==> config.mk <==
export PLATFORM = sky130hd
export DESIGN_NAME = dcache_controller
export DESIGN_NICKNAME = d
export VERILOG_FILES = /design/src/dcache_pkg.sv /design/src/dcache_controller.sv
export SDC_FILE = /design/constraint.sdc
export NUM_CORES = 1
export LEC_CHECK = 0
export BUFFER_PORTS_ARGS = -buffer_cell sky130_fd_sc_hd__buf_2
export CAP_MARGIN = 20
export CORE_AREA = 10 10 247 249
export DETAILED_ROUTE_END_ITERATION = 8
export DIE_AREA = 0 0 257 259
export PLACE_DENSITY = 0.3
export SYNTH_ARGS = -nofsm -noshare
export SYNTH_HDL_FRONTEND = slang
export SYNTH_SLANG_ARGS = --single-unit
==> constraint.sdc <==
create_clock -name vclk -period 1.13
set_input_delay 0.0565 -clock vclk [all_inputs]
set_output_delay 0.0565 -clock vclk [all_outputs]
set_load 0.01 [all_outputs]
==> src/dcache_pkg.sv <==
`default_nettype none

package dcache_pkg;

	// command encoding shared by the processor and the memory bus
	typedef enum logic [1:0]
	{
		BUS_NONE  = 2'h0,
		BUS_LOAD  = 2'h1,
		BUS_STORE = 2'h2
	} bus_command;

	// address and data widths
	localparam int ADDR_W = 64;
	localparam int DATA_W = 64;

	// memory transaction tag, value 0 means no transaction
	localparam int MEM_TAG_W = 4;
	localparam int MEM_TAGS = 2 ** MEM_TAG_W;

	// one 64-bit word per block
	localparam int BLOCK_OFFSET = 3;

	// direct mapped, 32 lines
	localparam int INDEX_W = 5;
	localparam int LINES = 2 ** INDEX_W;

	// what is left of the address after index and offset
	localparam int CACHE_TAG_W = ADDR_W - INDEX_W - BLOCK_OFFSET;

endpackage

`default_nettype wire
==> src/dcache_controller.sv <==
`timescale 1ns/1ps
`default_nettype none

module dcache_controller (
	// request from the load/store unit
	input  dcache_pkg::bus_command                  proc2dcache_command,
	input  logic [dcache_pkg::ADDR_W-1:0]           proc2dcache_addr,
	input  logic [dcache_pkg::DATA_W-1:0]           proc2dcache_data,

	// acceptance of the command issued this cycle
	input  logic [dcache_pkg::MEM_TAG_W-1:0]        dmem2proc_response,

	// lookup result from the cache arrays
	input  logic                                    cachemem_is_miss,
	input  logic                                    cachemem_is_dirty,
	input  logic [dcache_pkg::DATA_W-1:0]           cachemem_data,
	input  logic [dcache_pkg::CACHE_TAG_W-1:0]      victim_tag,
	input  logic [dcache_pkg::DATA_W-1:0]           victim_data,

	// to the cache arrays
	output logic [dcache_pkg::INDEX_W-1:0]          index,
	output logic [dcache_pkg::CACHE_TAG_W-1:0]      tag,
	output logic                                    read_enable,
	output logic                                    write_enable,
	output logic [dcache_pkg::DATA_W-1:0]           write_data,
	output logic                                    writeback_accept,

	// to the fill tracker
	output logic                                    miss_record,
	output logic [dcache_pkg::MEM_TAG_W-1:0]        mem_response,

	// to the memory bus
	output dcache_pkg::bus_command                  proc2dmem_command,
	output logic [dcache_pkg::ADDR_W-1:0]           proc2dmem_addr,
	output logic [dcache_pkg::DATA_W-1:0]           proc2dmem_data,

	// back to the processor
	output logic                                    dcache_data_hit,
	output logic [dcache_pkg::MEM_TAG_W-1:0]        dcache2proc_response,
	output logic [dcache_pkg::DATA_W-1:0]           hit_data
);

	typedef enum logic [1:0]
	{
		OUT_IDLE,
		OUT_HIT,
		OUT_LOAD,
		OUT_WRITEBACK
	} outcome_t;

	outcome_t                               outcome;
	logic                                   is_load;
	logic                                   is_store;
	logic                                   accepted;
	logic [dcache_pkg::ADDR_W-1:0]          block_addr;
	logic [dcache_pkg::ADDR_W-1:0]          victim_addr;

	// address split, offset bits dropped
	assign {tag, index} = proc2dcache_addr[dcache_pkg::ADDR_W-1:dcache_pkg::BLOCK_OFFSET];

	assign is_load  = (proc2dcache_command == dcache_pkg::BUS_LOAD);
	assign is_store = (proc2dcache_command == dcache_pkg::BUS_STORE);
	assign accepted = (dmem2proc_response != '0);

	assign block_addr  = {proc2dcache_addr[dcache_pkg::ADDR_W-1:dcache_pkg::BLOCK_OFFSET],
		{dcache_pkg::BLOCK_OFFSET{1'b0}}};
	// resident line's address, rebuilt from its stored tag
	assign victim_addr = {victim_tag, index, {dcache_pkg::BLOCK_OFFSET{1'b0}}};

	// classify the request
	always_comb
	begin
		if (!is_load && !is_store)
			outcome = OUT_IDLE;
		else if (!cachemem_is_miss)
			outcome = OUT_HIT;
		else if (cachemem_is_dirty)
			outcome = OUT_WRITEBACK;
		else
			outcome = OUT_LOAD;
	end

	// drive bus, array enables and processor response from the outcome
	always_comb
	begin
		proc2dmem_command    = dcache_pkg::BUS_NONE;
		proc2dmem_addr       = '0;
		proc2dmem_data       = '0;
		dcache2proc_response = '0;
		dcache_data_hit      = 1'b0;
		write_enable         = 1'b0;
		writeback_accept     = 1'b0;
		miss_record          = 1'b0;
		hit_data             = '0;
		case (outcome)
			OUT_HIT:
			begin
				dcache_data_hit = 1'b1;
				// stores land in the array at the next edge
				write_enable    = is_store;
				if (is_load)
					hit_data = cachemem_data;
			end
			OUT_LOAD:
			begin
				proc2dmem_command    = dcache_pkg::BUS_LOAD;
				proc2dmem_addr       = block_addr;
				dcache2proc_response = dmem2proc_response;
				// store misses also fetch the block, then retry as a hit
				miss_record          = accepted;
			end
			OUT_WRITEBACK:
			begin
				proc2dmem_command    = dcache_pkg::BUS_STORE;
				proc2dmem_addr       = victim_addr;
				proc2dmem_data       = victim_data;
				dcache2proc_response = dmem2proc_response;
				writeback_accept     = accepted;
			end
			default:
			begin
				proc2dmem_command = dcache_pkg::BUS_NONE;
			end
		endcase
	end

	// data read only matters for loads
	assign read_enable  = is_load;
	assign write_data   = proc2dcache_data;
	// tracker only sees tags of commands actually issued
	assign mem_response = dcache2proc_response;

endmodule

`default_nettype wire

==> key figures <==
Placement
  – Buffers on Ports: 518
  – DP HPWL: 19,800 µm
  – Routability cong.: 0.895

Status
  – Failing checks: negative setup slack
  – Outcome: complete, but fails checks

Timing
  – Setup Viol. Count Final: 196
  – Final Cycle Share: 1.22
  – Final setup margin: -0.253 ns
  – Highest Clock Rate: 723 MHz
  – Max-slew violation count: 0
  – Period minus WS final: 1.38 ns
  – Fin. Hold Viols: 0
  – RSZ-0062 raised after global routing: true
  – Setup TNS: -28.45 ns

Final layout
  – Sequential Area: 0 µm²
  – Final #Nets: 1,159
  – Area growth from synthesis to layout: 146%
  – Seq cells: 0
  – Layout cells sized above 1: 0.807
  – Clock buf count: 0

GRT
  – Vias in the first global route: 4,842
  – Total GRT Usage: 0.0623
  – First-pass GRT wire length: 32,200 µm
  – Pin count of the biggest net entering global routing: 75
  – Remaining global-route overflow: 0
  – Initial antenna violation count: 3

CTS
  – CTS Hold Buffers Added: 0

Die
  – Die Y: 259 µm
  – FP Rows: 87
  – Die area: 66,600 µm²
  – Core footprint: 56,000 µm²
  – Initial core utilization: 0.0528
  – Die width: 257 µm
  – I/O pin count: 652

Worst setup path
  – Worst path depth: 8
  – Crit path kind: in2out
  – CP startpoint kind: input pin
  – Critical path peak fanout: 9
  – Worst path required time: 1.07 ns
  – Buf/Inv on CP: 5
  – CP Data Arrival Time: 1.33 ns
  – Critical Path Max Stage Delay: 0.25 ns
  – Crit-path cells: buf_8 -> inv_4 -> ha_4 -> nor2b_4 -> buf_12 -> clkbuf_16 -> and3_1 -> buf_2
  – Family with the most delay on the worst path: buffers and inverters
  – Slowest stage cell, crit path: ha_4
  – Critical Path Sink Type: primary output

Pwr
  – PD cells: 363 nW/µm²
  – Lkg Pwr: 3.99 nW
  – IR drop worst, VDD: 0.000136 V
  – Overall Power: 2.64 mW

Synthesis
  – Synth unique cells: 18
  – Syn avg cell area: 6.85 µm²
  – Top cell type by total area after synthesis: buf_4
  – Cell count after synthesis: 431
  – Top cells by count, synth: buf_4, and2_1, and3_1
  – Leading post-synthesis cells by cell area: buf_4, mux2i_1, and2_1
  – Cell Area, Synth: 2950 µm²
  – Sequential share of the synthesized area: 0
  – Area share of the largest cell type after synthesis: 0.341
  – Most common cell in the netlist: buf_4
  – Synth warn: 0

Detailed routing
  – Drc violations: 0
  – Vias/cell: 2.87
  – Drt wl/cell: 17.0 µm
  – Pre-Repair DR Iteration Count: 4
  – DR iter-0 viols: 168
  – Post-Route WL: 27,100 µm
  – Routed via count: 4,579
  – Final antenna-violating net count: 0

Worst hold path
  – Hold depth: 0
  – Worst Hold Class: in2out

Flow run
  – Maxcap violations: 0
-- metrics by stage --
stage                     area [µm²]  std cells    util  hold WS (ns)  setup WS (ns)
after floorplan                 2980        433       -         0.165         0.0147
after global placement          5540       1561  0.0991         0.113         -0.254
after detailed placement        5540       1561  0.0991         0.113         -0.291
after CTS                       5950       1572   0.106         0.113         -0.212
after global routing            7280       1592   0.130         0.113         -0.304
final                           7280       1593   0.130         0.113         -0.253
-- power breakdown --
part / internal, mW / switching (mW) / leakage [nW]
Sequential: 0 / 0 / 0
Combinational: 1.36 / 1.28 / 3.99
Clock: 0.000000169 / 0 / 0.0000111
-- final cells by class --
| type | instances | area, µm² |
|---|---|---|
| Antenna cell | 2 | 5.00 |
| Fill cell | 6493 | 48700 |
| Inverter | 2 | 10.0 |
| Multi-Input combinational cell | 264 | 2260 |
| Tap cell | 756 | 946 |
| Timing Repair Buffer | 569 | 4060 |
-- metal layers --
layer | part of all wire | global-route usage | vias up | routed length (µm)
li1 | - | - | 2074 | -
met1 | 0.38 | 0.0614 | 2094 | 10200
met2 | 0.51 | 0.118 | 373 | 13700
met3 | 0.092 | 0.0264 | 38 | 2480
met4 | 0.025 | 0.0161 | 0 | 673
met5 | 0 | 0 | - | 0
-- path summary, 6_finish.rpt --
path                               start                 end
setup / recovery  proc2dcache_command[0]  proc2dmem_data[18]
hold / removal      proc2dcache_data[11]      write_data[11]
-- cells by family (layout without fill, tap and decap cells) --
| group | after synthesis | in the layout | share of synthesized area |
|---|---|---|---|
| and+or+nand+nor | 203 | 203 | 0.386 |
| other | 1 | 5 | 0.00127 |
| buffers and inverters | 169 | 571 | 0.415 |
| muxes | 56 | 56 | 0.190 |
| adders and majority gates | 2 | 2 | 0.00847 |
-- cell usage in the layout (no fill, tap or decap), drive strengths merged --
cell	synthesis	routed
nor4	1	1
inv	2	2
clkbuf	14	10
nor3b	2	2
bufbuf	0	1
nor2	58	58
conb	1	3
ha	2	2
buf	153	558
nor2b	1	1
mux2i	56	56
nand2b	1	1
nor3	1	1
and2	75	75
and3	64	64
diode	0	2
-- what timing repair did --
item / CTS / global route
gates cloned: 6 / 15
pin swaps: 17 / 59
buffers inserted: 5 / 7
resized for setup: 51 / 236
endpoints found under the setup margin: 201 / 201
Power figures use the tool's default switching activity.
